File: src/csr_engine_cfg.svh
// Build-time constants of the CSR index engine, included by every RTL file that needs them
`ifndef CSR_ENGINE_CFG_SVH
`define CSR_ENGINE_CFG_SVH

// FIFO sizing
`define CSR_FIFO_DEPTH 16
`define CSR_PROG_THRESH 8

// Reads the generator may have unanswered
`define CSR_MAX_OUTSTANDING 8

// Command codes carried in mem_payload_t.cmd
`define CSR_CMD_READ 2'd0
`define CSR_CMD_CFG 2'd1
`define CSR_CMD_DATA 2'd2

// Configuration field selectors, in the low address bits of a CFG word
`define CSR_FIELD_W 2
`define CSR_FIELD_BASE 2'd0
`define CSR_FIELD_START 2'd1
`define CSR_FIELD_END 2'd2

// Byte stride between array elements
`define CSR_WORD_BYTES 4

`endif

File: src/csr_engine_pkg.sv
// Shared types of the CSR index engine, imported by the RTL modules and the testbench
package csr_engine_pkg;

    // Plain vectors with a meaning
    typedef logic [31:0] addr_t;
    typedef logic [31:0] data_t;
    typedef logic [31:0] index_t;
    typedef logic [1:0]  cmd_t;

    // Packet body, 66 bits
    typedef struct packed {
        cmd_t  cmd;
        addr_t addr;
        data_t data;
    } mem_payload_t;

    // Strobed packet, 67 bits
    typedef struct packed {
        logic         valid;
        mem_payload_t payload;
    } mem_packet_t;

    // Array base plus index range [start_idx, end_idx)
    typedef struct packed {
        addr_t  base;
        index_t start_idx;
        index_t end_idx;
    } csr_config_t;

    typedef enum logic [1:0] {
        IDLE,
        RUN,
        DRAIN
    } gen_state_e;

endpackage : csr_engine_pkg

File: src/csr_sync_fifo.sv
// First-word-fall-through packet FIFO with a programmable-full flag, instantiated for every queue
`include "csr_engine_cfg.svh"

module csr_sync_fifo #(
    parameter int DEPTH       = `CSR_FIFO_DEPTH,
    parameter int PROG_THRESH = `CSR_PROG_THRESH
) (
    input  logic                         ap_clk,
    input  logic                         areset_csr_engine,
    input  logic                         push_i,
    input  csr_engine_pkg::mem_payload_t din_i,
    input  logic                         pop_i,
    output csr_engine_pkg::mem_payload_t dout_o,
    output logic                         empty_o,
    output logic                         full_o,
    output logic                         prog_full_o
);
    import csr_engine_pkg::*;

    localparam int PTR_W = (DEPTH > 1) ? $clog2(DEPTH) : 1;
    localparam int CNT_W = $clog2(DEPTH + 1);

    mem_payload_t     mem [0:DEPTH-1];
    logic [PTR_W-1:0] wr_ptr;
    logic [PTR_W-1:0] rd_ptr;
    logic [CNT_W-1:0] count;
    logic             wr_ok;
    logic             rd_ok;

    // Wrap explicitly so that depths other than powers of two work
    function automatic logic [PTR_W-1:0] ptr_next(input logic [PTR_W-1:0] ptr);
        if (ptr == PTR_W'(DEPTH - 1)) begin
            return '0;
        end
        return ptr + 1'b1;
    endfunction

    // Push into a full FIFO or pop from an empty one is ignored
    assign wr_ok = push_i & ~full_o;
    assign rd_ok = pop_i & ~empty_o;

    assign empty_o     = (count == '0);
    assign full_o      = (count == CNT_W'(DEPTH));
    assign prog_full_o = (count >= CNT_W'(PROG_THRESH));

    // Head entry is always shown
    assign dout_o = mem[rd_ptr];

    always_ff @(posedge ap_clk) begin
        if (wr_ok) begin
            mem[wr_ptr] <= din_i;
        end
    end

    // --------------------------------------------------
    // Pointers and fill count
    // --------------------------------------------------
    always_ff @(posedge ap_clk) begin
        if (areset_csr_engine) begin
            wr_ptr <= '0;
            rd_ptr <= '0;
            count  <= '0;
        end else begin
            if (wr_ok) begin
                wr_ptr <= ptr_next(wr_ptr);
            end
            if (rd_ok) begin
                rd_ptr <= ptr_next(rd_ptr);
            end
            case ({wr_ok, rd_ok})
                2'b10:   count <= count + 1'b1;
                2'b01:   count <= count - 1'b1;
                default: count <= count;
            endcase
        end
    end

endmodule : csr_sync_fifo

File: src/csr_response_router.sv
// Splits memory responses from the input FIFO into configuration and data strobes by command
`include "csr_engine_cfg.svh"

module csr_response_router (
    input  logic                         ap_clk,
    input  logic                         areset_csr_engine,
    input  csr_engine_pkg::mem_payload_t fifo_dout_i,
    input  logic                         fifo_empty_i,
    input  logic                         stall_i,
    output logic                         fifo_pop_o,
    output csr_engine_pkg::mem_packet_t  cfg_pkt_o,
    output csr_engine_pkg::mem_packet_t  data_pkt_o
);
    import csr_engine_pkg::*;

    cmd_t head_cmd;
    logic take_cfg;
    logic take_data;

    // Hold the head back while the downstream queue is near full
    assign fifo_pop_o = ~fifo_empty_i & ~stall_i;

    assign head_cmd  = fifo_dout_i.cmd;
    assign take_cfg  = fifo_pop_o & (head_cmd == `CSR_CMD_CFG);
    assign take_data = fifo_pop_o & (head_cmd == `CSR_CMD_DATA);

    // --------------------------------------------------
    // Registered strobes
    // --------------------------------------------------
    // Anything that is neither CFG nor DATA is popped and dropped
    always_ff @(posedge ap_clk) begin
        if (areset_csr_engine) begin
            cfg_pkt_o.valid  <= 1'b0;
            data_pkt_o.valid <= 1'b0;
        end else begin
            cfg_pkt_o.valid  <= take_cfg;
            data_pkt_o.valid <= take_data;
        end
    end

    // Same word on both sides, only the valid picks the destination
    always_ff @(posedge ap_clk) begin
        cfg_pkt_o.payload  <= fifo_dout_i;
        data_pkt_o.payload <= fifo_dout_i;
    end

endmodule : csr_response_router

File: src/csr_configure_memory.sv
// Collects the base, start and end configuration words and holds them for the index generator
`include "csr_engine_cfg.svh"

module csr_configure_memory (
    input  logic                        ap_clk,
    input  logic                        areset_csr_engine,
    input  csr_engine_pkg::mem_packet_t cfg_pkt_i,
    input  logic                        cfg_take_i,
    output csr_engine_pkg::csr_config_t cfg_o,
    output logic                        cfg_valid_o
);
    import csr_engine_pkg::*;

    csr_config_t            cfg_q;
    logic [`CSR_FIELD_W-1:0] field;
    logic                   end_write;

    // Field selector sits in the low address bits
    assign field     = cfg_pkt_i.payload.addr[`CSR_FIELD_W-1:0];
    assign end_write = cfg_pkt_i.valid & (field == `CSR_FIELD_END);

    assign cfg_o = cfg_q;

    always_ff @(posedge ap_clk) begin
        if (cfg_pkt_i.valid) begin
            case (field)
                `CSR_FIELD_BASE:  cfg_q.base      <= cfg_pkt_i.payload.data;
                `CSR_FIELD_START: cfg_q.start_idx <= cfg_pkt_i.payload.data;
                `CSR_FIELD_END:   cfg_q.end_idx   <= cfg_pkt_i.payload.data;
                default:          cfg_q           <= cfg_q;
            endcase
        end
    end

    // --------------------------------------------------
    // Configuration ready flag
    // --------------------------------------------------
    // END word closes a set, a new END wins over a take in the same cycle
    always_ff @(posedge ap_clk) begin
        if (areset_csr_engine) begin
            cfg_valid_o <= 1'b0;
        end else if (end_write) begin
            cfg_valid_o <= 1'b1;
        end else if (cfg_take_i) begin
            cfg_valid_o <= 1'b0;
        end
    end

endmodule : csr_configure_memory

File: src/csr_index_generator.sv
// Walks the configured index range, issues credit-limited reads and forwards data as engine requests
`include "csr_engine_cfg.svh"

module csr_index_generator (
    input  logic                        ap_clk,
    input  logic                        areset_csr_engine,
    input  csr_engine_pkg::csr_config_t cfg_i,
    input  logic                        cfg_valid_i,
    output logic                        cfg_take_o,
    input  csr_engine_pkg::mem_packet_t data_pkt_i,
    input  logic                        mem_req_stall_i,
    output csr_engine_pkg::mem_packet_t mem_req_o,
    output csr_engine_pkg::mem_packet_t eng_req_o,
    output logic                        done_o
);
    import csr_engine_pkg::*;

    localparam int CRED_W = $clog2(`CSR_MAX_OUTSTANDING + 1);

    gen_state_e        state;
    csr_config_t       cfg_q;
    index_t            cur_idx;
    addr_t             rd_addr;
    logic [CRED_W-1:0] outstanding;
    logic              issue;
    logic              last_issue;
    logic              data_ret;

    assign cfg_take_o = (state == IDLE) & cfg_valid_i;
    assign done_o     = (state == IDLE);

    // One read per cycle, only with a free credit and room downstream
    assign issue = (state == RUN) & ~mem_req_stall_i &
                   (outstanding < CRED_W'(`CSR_MAX_OUTSTANDING));
    assign last_issue = issue & (index_t'(cur_idx + 1'b1) == cfg_q.end_idx);

    // Element address
    assign rd_addr = cfg_q.base + addr_t'(cur_idx * `CSR_WORD_BYTES);

    // Stray data with no read pending does not underflow the credits
    assign data_ret = data_pkt_i.valid & (outstanding != '0);

    // --------------------------------------------------
    // Range FSM
    // --------------------------------------------------
    always_ff @(posedge ap_clk) begin
        if (areset_csr_engine) begin
            state <= IDLE;
        end else begin
            case (state)
                IDLE: begin
                    // Empty or reversed range is taken and dropped
                    if (cfg_take_o && (cfg_i.start_idx < cfg_i.end_idx)) begin
                        state <= RUN;
                    end
                end
                RUN: begin
                    if (last_issue) begin
                        state <= DRAIN;
                    end
                end
                DRAIN: begin
                    if (outstanding == '0) begin
                        state <= IDLE;
                    end
                end
                default: state <= IDLE;
            endcase
        end
    end

    always_ff @(posedge ap_clk) begin
        if (cfg_take_o) begin
            cfg_q   <= cfg_i;
            cur_idx <= cfg_i.start_idx;
        end else if (issue) begin
            cur_idx <= cur_idx + 1'b1;
        end
    end

    // Unanswered reads
    always_ff @(posedge ap_clk) begin
        if (areset_csr_engine) begin
            outstanding <= '0;
        end else begin
            case ({issue, data_ret})
                2'b10:   outstanding <= outstanding + 1'b1;
                2'b01:   outstanding <= outstanding - 1'b1;
                default: outstanding <= outstanding;
            endcase
        end
    end

    // --------------------------------------------------
    // Request registers
    // --------------------------------------------------
    always_ff @(posedge ap_clk) begin
        if (areset_csr_engine) begin
            mem_req_o.valid <= 1'b0;
            eng_req_o.valid <= 1'b0;
        end else begin
            mem_req_o.valid <= issue;
            eng_req_o.valid <= data_pkt_i.valid;
        end
    end

    always_ff @(posedge ap_clk) begin
        mem_req_o.payload.cmd  <= `CSR_CMD_READ;
        mem_req_o.payload.addr <= rd_addr;
        mem_req_o.payload.data <= '0;
        // Router only passes DATA, so the word goes on unchanged
        eng_req_o.payload      <= data_pkt_i.payload;
    end

endmodule : csr_index_generator

File: src/csr_engine_top.sv
// Top level of the CSR index engine: registered ports around the FIFOs, router and stages
`include "csr_engine_cfg.svh"

module csr_engine_top (
    input  logic                        ap_clk,
    input  logic                        areset_csr_engine,
    input  csr_engine_pkg::mem_packet_t response_memory_i,
    input  logic                        request_memory_rd_en_i,
    input  logic                        request_engine_rd_en_i,
    output csr_engine_pkg::mem_packet_t request_memory_o,
    output csr_engine_pkg::mem_packet_t request_engine_o,
    output logic                        done_o
);
    import csr_engine_pkg::*;

    mem_packet_t  response_memory_q;
    logic         mem_rd_en_q;
    logic         eng_rd_en_q;

    mem_payload_t resp_dout;
    logic         resp_empty;
    logic         resp_pop;

    mem_payload_t mem_req_dout;
    logic         mem_req_empty;
    logic         mem_req_prog_full;
    logic         mem_req_pop;

    mem_payload_t eng_req_dout;
    logic         eng_req_empty;
    logic         eng_req_prog_full;
    logic         eng_req_pop;

    mem_packet_t  cfg_pkt;
    mem_packet_t  data_pkt;
    mem_packet_t  mem_req;
    mem_packet_t  eng_req;
    csr_config_t  cfg;
    logic         cfg_valid;
    logic         cfg_take;
    logic         gen_done;

    // --------------------------------------------------
    // Input registers
    // --------------------------------------------------
    always_ff @(posedge ap_clk) begin
        if (areset_csr_engine) begin
            response_memory_q.valid <= 1'b0;
            mem_rd_en_q             <= 1'b0;
            eng_rd_en_q             <= 1'b0;
        end else begin
            response_memory_q.valid <= response_memory_i.valid;
            mem_rd_en_q             <= request_memory_rd_en_i;
            eng_rd_en_q             <= request_engine_rd_en_i;
        end
    end

    always_ff @(posedge ap_clk) begin
        response_memory_q.payload <= response_memory_i.payload;
    end

    // No back-pressure here, read credits keep this FIFO from overflowing
    csr_sync_fifo #(
        .DEPTH      (`CSR_FIFO_DEPTH ),
        .PROG_THRESH(`CSR_PROG_THRESH)
    ) resp_fifo (
        .ap_clk           (ap_clk                   ),
        .areset_csr_engine(areset_csr_engine        ),
        .push_i           (response_memory_q.valid  ),
        .din_i            (response_memory_q.payload),
        .pop_i            (resp_pop                 ),
        .dout_o           (resp_dout                ),
        .empty_o          (resp_empty               ),
        .full_o           (                         ),
        .prog_full_o      (                         )
    );

    // Router holds off while engine requests back up
    csr_response_router router (
        .ap_clk           (ap_clk           ),
        .areset_csr_engine(areset_csr_engine),
        .fifo_dout_i      (resp_dout        ),
        .fifo_empty_i     (resp_empty       ),
        .stall_i          (eng_req_prog_full),
        .fifo_pop_o       (resp_pop         ),
        .cfg_pkt_o        (cfg_pkt          ),
        .data_pkt_o       (data_pkt         )
    );

    csr_configure_memory configure_memory (
        .ap_clk           (ap_clk           ),
        .areset_csr_engine(areset_csr_engine),
        .cfg_pkt_i        (cfg_pkt          ),
        .cfg_take_i       (cfg_take         ),
        .cfg_o            (cfg              ),
        .cfg_valid_o      (cfg_valid        )
    );

    csr_index_generator generator (
        .ap_clk           (ap_clk           ),
        .areset_csr_engine(areset_csr_engine),
        .cfg_i            (cfg              ),
        .cfg_valid_i      (cfg_valid        ),
        .cfg_take_o       (cfg_take         ),
        .data_pkt_i       (data_pkt         ),
        .mem_req_stall_i  (mem_req_prog_full),
        .mem_req_o        (mem_req          ),
        .eng_req_o        (eng_req          ),
        .done_o           (gen_done         )
    );

    // --------------------------------------------------
    // Request output FIFOs
    // --------------------------------------------------
    assign mem_req_pop = mem_rd_en_q & ~mem_req_empty;
    assign eng_req_pop = eng_rd_en_q & ~eng_req_empty;

    csr_sync_fifo #(
        .DEPTH      (`CSR_FIFO_DEPTH ),
        .PROG_THRESH(`CSR_PROG_THRESH)
    ) mem_req_fifo (
        .ap_clk           (ap_clk           ),
        .areset_csr_engine(areset_csr_engine),
        .push_i           (mem_req.valid    ),
        .din_i            (mem_req.payload  ),
        .pop_i            (mem_req_pop      ),
        .dout_o           (mem_req_dout     ),
        .empty_o          (mem_req_empty    ),
        .full_o           (                 ),
        .prog_full_o      (mem_req_prog_full)
    );

    csr_sync_fifo #(
        .DEPTH      (`CSR_FIFO_DEPTH ),
        .PROG_THRESH(`CSR_PROG_THRESH)
    ) eng_req_fifo (
        .ap_clk           (ap_clk           ),
        .areset_csr_engine(areset_csr_engine),
        .push_i           (eng_req.valid    ),
        .din_i            (eng_req.payload  ),
        .pop_i            (eng_req_pop      ),
        .dout_o           (eng_req_dout     ),
        .empty_o          (eng_req_empty    ),
        .full_o           (                 ),
        .prog_full_o      (eng_req_prog_full)
    );

    // --------------------------------------------------
    // Output registers
    // --------------------------------------------------
    // Done waits until both request queues have drained as well
    always_ff @(posedge ap_clk) begin
        if (areset_csr_engine) begin
            request_memory_o.valid <= 1'b0;
            request_engine_o.valid <= 1'b0;
            done_o                 <= 1'b1;
        end else begin
            request_memory_o.valid <= mem_req_pop;
            request_engine_o.valid <= eng_req_pop;
            done_o                 <= gen_done & mem_req_empty & eng_req_empty;
        end
    end

    always_ff @(posedge ap_clk) begin
        request_memory_o.payload <= mem_req_dout;
        request_engine_o.payload <= eng_req_dout;
    end

endmodule : csr_engine_top

File: config.mk
export PLATFORM = sky130hd
export DESIGN_NAME = csr_engine_top
export DESIGN_NICKNAME = d
export VERILOG_FILES = /design/src/csr_engine_pkg.sv /design/src/csr_sync_fifo.sv /design/src/csr_response_router.sv /design/src/csr_configure_memory.sv /design/src/csr_index_generator.sv /design/src/csr_engine_top.sv
export VERILOG_INCLUDE_DIRS = /design/src
export SDC_FILE = /design/constraint.sdc
export NUM_CORES = 2
export LEC_CHECK = 0
export BUFFER_PORTS_ARGS = -buffer_cell sky130_fd_sc_hd__buf_2
export CORE_ASPECT_RATIO = 1.1
export CORE_MARGIN = 4
export CORE_UTILIZATION = 40
export DETAILED_ROUTE_END_ITERATION = 10
export PLACE_DENSITY = 0.62
export SYNTH_ARGS = -nofsm -noshare
export SYNTH_HDL_FRONTEND = slang
export SYNTH_SLANG_ARGS = --single-unit
File: constraint.sdc
create_clock -name ap_clk -period 10.8 [get_ports ap_clk]
set_input_delay 2.16 -clock ap_clk [delete_from_list [all_inputs] [get_ports ap_clk]]
set_output_delay 2.16 -clock ap_clk [all_outputs]
set_load 0.01 [all_outputs]
==> impl_metrics.env <==
export IMPL_cts_root_buf="clkbuf_16"
export IMPL_fmax_mhz=261
export IMPL_rsz0062_at_grt="false"
export IMPL_status="finished, final reports clean"
export IMPL_r2r_setup_slack_ps=7050
export IMPL_clkTransAtPathRegs_ps=60
export IMPL_ys_types=76
export IMPL_antenna_found_initial=43
export IMPL_avgSynthCellArea_sq_um=22.7
export IMPL_syn_area_sq_um=118000
export IMPL_r2r_end="eng_req_fifo.mem[15][56]"
export IMPL_critPathMaxStageDelay_ps=610
export IMPL_drive_gt1_frac=0.282
export IMPL_grt_max_degree=150
export IMPL_fillers=23900
export IMPL_setup_tns_final_ps=0
export IMPL_clockBufferDepth=4
export IMPL_dpl_hpwl_um=142000
export IMPL_path_cells="buf_2"
export IMPL_worstHoldStart="router.cfg_pkt_o[55]"
export IMPL_netlist_top_cells_area="edfxtp_1 72%, mux4_2 16%, dfxtp_1 6.6%, ha_1 0.97%, nor2_1 0.48%"
export IMPL_p_per_area_nw_per_um2=219
export IMPL_dpl_worst_slack_ps=6980
export IMPL_cts_tree="done"
export IMPL_setup_worst_path_class="reg2out"
export IMPL_hold_viol=0
export IMPL_ys_seq_area_frac=0.784
export IMPL_route_detailed_wl_per_inst_um=27.0
export IMPL_gp_congestion=0.811
export IMPL_async_reset_ff_frac=0
export IMPL_rr_worst_depth=5
export IMPL_ctsHoldBuffers=0
export IMPL_cp_top_family="flip-flops"
export IMPL_min_period_over_period=0.355
export IMPL_routed_wl_um=263000
export IMPL_viasPerCell=5.43
export IMPL_required_ps=8640
export IMPL_die_h_um=577
export IMPL_worst_path_buf_inv=1
export IMPL_overflow=0
export IMPL_htreeDepth=5
export IMPL_cts_buffers_inserted=323
export IMPL_initial_utilization=0.403
export IMPL_clock_sinks=3204
export IMPL_first_pass_iters=7
export IMPL_grt_pass1_vias=54800
export IMPL_layout_setup_ws_ps=6960
export IMPL_cts_repair_resized=0
export IMPL_crit_start="request_engine_o[3]"
export IMPL_slew_headroom=0.242
export IMPL_end_kind="primary output"
export IMPL_period_needed_ps=3840
export IMPL_critPathArrivalTime_ps=1680
export IMPL_stdcell_count=9729
export IMPL_synth_top_area_frac=0.718
export IMPL_synthFlopType="edfxtp_1"
export IMPL_place_inst=9120
export IMPL_drv_slew=0
export IMPL_finalSetupViolCount=0
export IMPL_netlist_instances=5177
export IMPL_rows=208
export IMPL_dieArea_sq_um=303000
export IMPL_route_vias_total=52800
export IMPL_numPortBuffers=171
export IMPL_max_cap_viol_count=0
export IMPL_area_growth_pct=14.2
export IMPL_r2r_start="eng_req_fifo.count[0]"
export IMPL_critPathSlowestCell="dfxtp_1"
export IMPL_postRouteAntennaNets=0
export IMPL_coreArea_sq_um=293000
export IMPL_irDropWorstVdd_mv=0.187
export IMPL_die_w_um=525
export IMPL_synth_top_cell_by_area="edfxtp_1"
export IMPL_yosysWarnings=0
export IMPL_layout_nets=5727
export IMPL_whs_endpoint="generator.eng_req_o[55]"
export IMPL_hold_depth=0
export IMPL_skew_ps=104
export IMPL_route_detailed_drc=0
export IMPL_synth_edf_count=2816
export IMPL_power_leakage_nw=42.0
export IMPL_drt_initial_drc_count=5126
export IMPL_path_max_fanout=1
export IMPL_ys_ff_latch=3204
export IMPL_pin_count=206
export IMPL_grt_total_usage=0.171
export IMPL_hold_class="reg2reg"
export IMPL_postCtsSetupBuffers=0
export IMPL_clock_latency_ps=880
export IMPL_grt_pass1_wl_um=383000
export IMPL_worst_pin_slew_ps=1140
export IMPL_startpoint_type="flop"
layout by cell type, fill, tap and decap left out, drive strengths merged, types with 29 or more instances in the layout:
cell and count:
inv 84, xnor2 48, clkinv 95, nand3 33, conb 34, clkbuf 450
edfxtp 2816, o21ai 37, bufinv 29, nor2 151, ha 91, xor2 57
buf 278, dfxtp 388, a21oi 107, mux4 820, nand2 66
sequential cells by signal (all words and copies together) (netlist names), 5 cells and up, named ones only:
signal                  count
eng_req_fifo.count          5
request_engine_o           67
eng_req_fifo.mem         1056
mem_req_fifo.mem          512
generator.cur_idx          32
response_memory_q          67
generator.cfg_q            64
resp_fifo.mem            1056
request_memory_o           33
configure_memory.cfg_o     96
generator.mem_req_o        33
generator.eng_req_o        67
resp_fifo.count             5
mem_req_fifo.count          5
router.cfg_pkt_o           65
how the worst max path moves through the flow:
stage / cells past startpoint / slack (ps) / end
floorplan: 4 / 4630 / eng_req_fifo.mem[3][0]
global placement: 4 / 7050 / request_engine_o[26]
detailed placement: 5 / 6980 / eng_req_fifo.mem[15][49]
CTS: 1 / 6790 / request_engine_o[3]
global route: 4 / 6810 / request_engine_o[4]
finish: 1 / 6960 / request_engine_o[3]
per-stage QoR:
| step | area, sq um | hold WS [ps] | power (mW) | util |
|---|---|---|---|---|
| floorplan | 118000 | 310 | 17.4 | - |
| global placement | 124000 | 311 | 18.6 | 0.423 |
| detailed placement | 124000 | 315 | 18.7 | 0.423 |
| CTS | 134000 | 325 | 29.8 | 0.459 |
| global route | 134000 | 333 | 30.6 | 0.460 |
| finish | 134000 | 316 | 29.5 | 0.460 |
cells in the mapped netlist (5+ instances only):
master	instances
edfxtp_1	2816
mux4_2	820
dfxtp_1	388
nor2_1	150
clkbuf_1	146
a21oi_1	107
ha_1	91
inv_1	77
nand2_1	66
buf_1	61
xor2_1	57
xnor2_1	48
o21ai_0	37
buf_4	35
nand3_1	33
nor3_1	26
a21o_1	21
nor2b_1	19
nand2b_1	18
nand4_1	16
and3_1	10
buf_2	9
o21a_1	7
or3_1	7
a31oi_1	6
a211oi_1	5
and2_1	5
fa_1	5
nor4_1	5
logic make-up after synthesis:
logic type | synth area share
adders and majority gates | 0.0106
muxes | 0.157
DFF | 0.784
AOI/OAI and AO/OA | 0.0116
xor gates and xnor gates | 0.00819
other | 0.0000318
and+or+nand+nor | 0.0163
buffers and inverters | 0.0119
where the power goes:
group,internal [mW],switching [mW]
clock,6.59,4.56
sequential,14.7,1.21
combinational,1.34,1.09
final cells by class:
class                      count  area [sq um]  area share
antenna                       19          47.5    0.000354
clock buffer                 450          9080      0.0675
clock inverter               140          1600      0.0119
inverter                      77           289     0.00215
multi-input combinational   1676         24500       0.182
sequential                  3204         92400       0.687
tap                         3885          4860      0.0362
timing repair buffer         278          1720      0.0128
worst register-to-register path, stage by stage, from the launching register on:
cell and delay (ps):
dfxtp_1 390, nor4_1 90, a21boi_1 590, nand2_1 410, nor2_4 930, buf_4 930
per-layer routing:
metal | GRT usage | routed length, um | vias up
met5 | 0 | 130 | -
met4 | 0.0534 | 8200 | 18
met3 | 0.0333 | 18100 | 459
met2 | 0.280 | 128000 | 1789
met1 | 0.234 | 108000 | 28300
li1 | - | - | 22200
No activity file was read; power rests on OpenSTA's default activity.
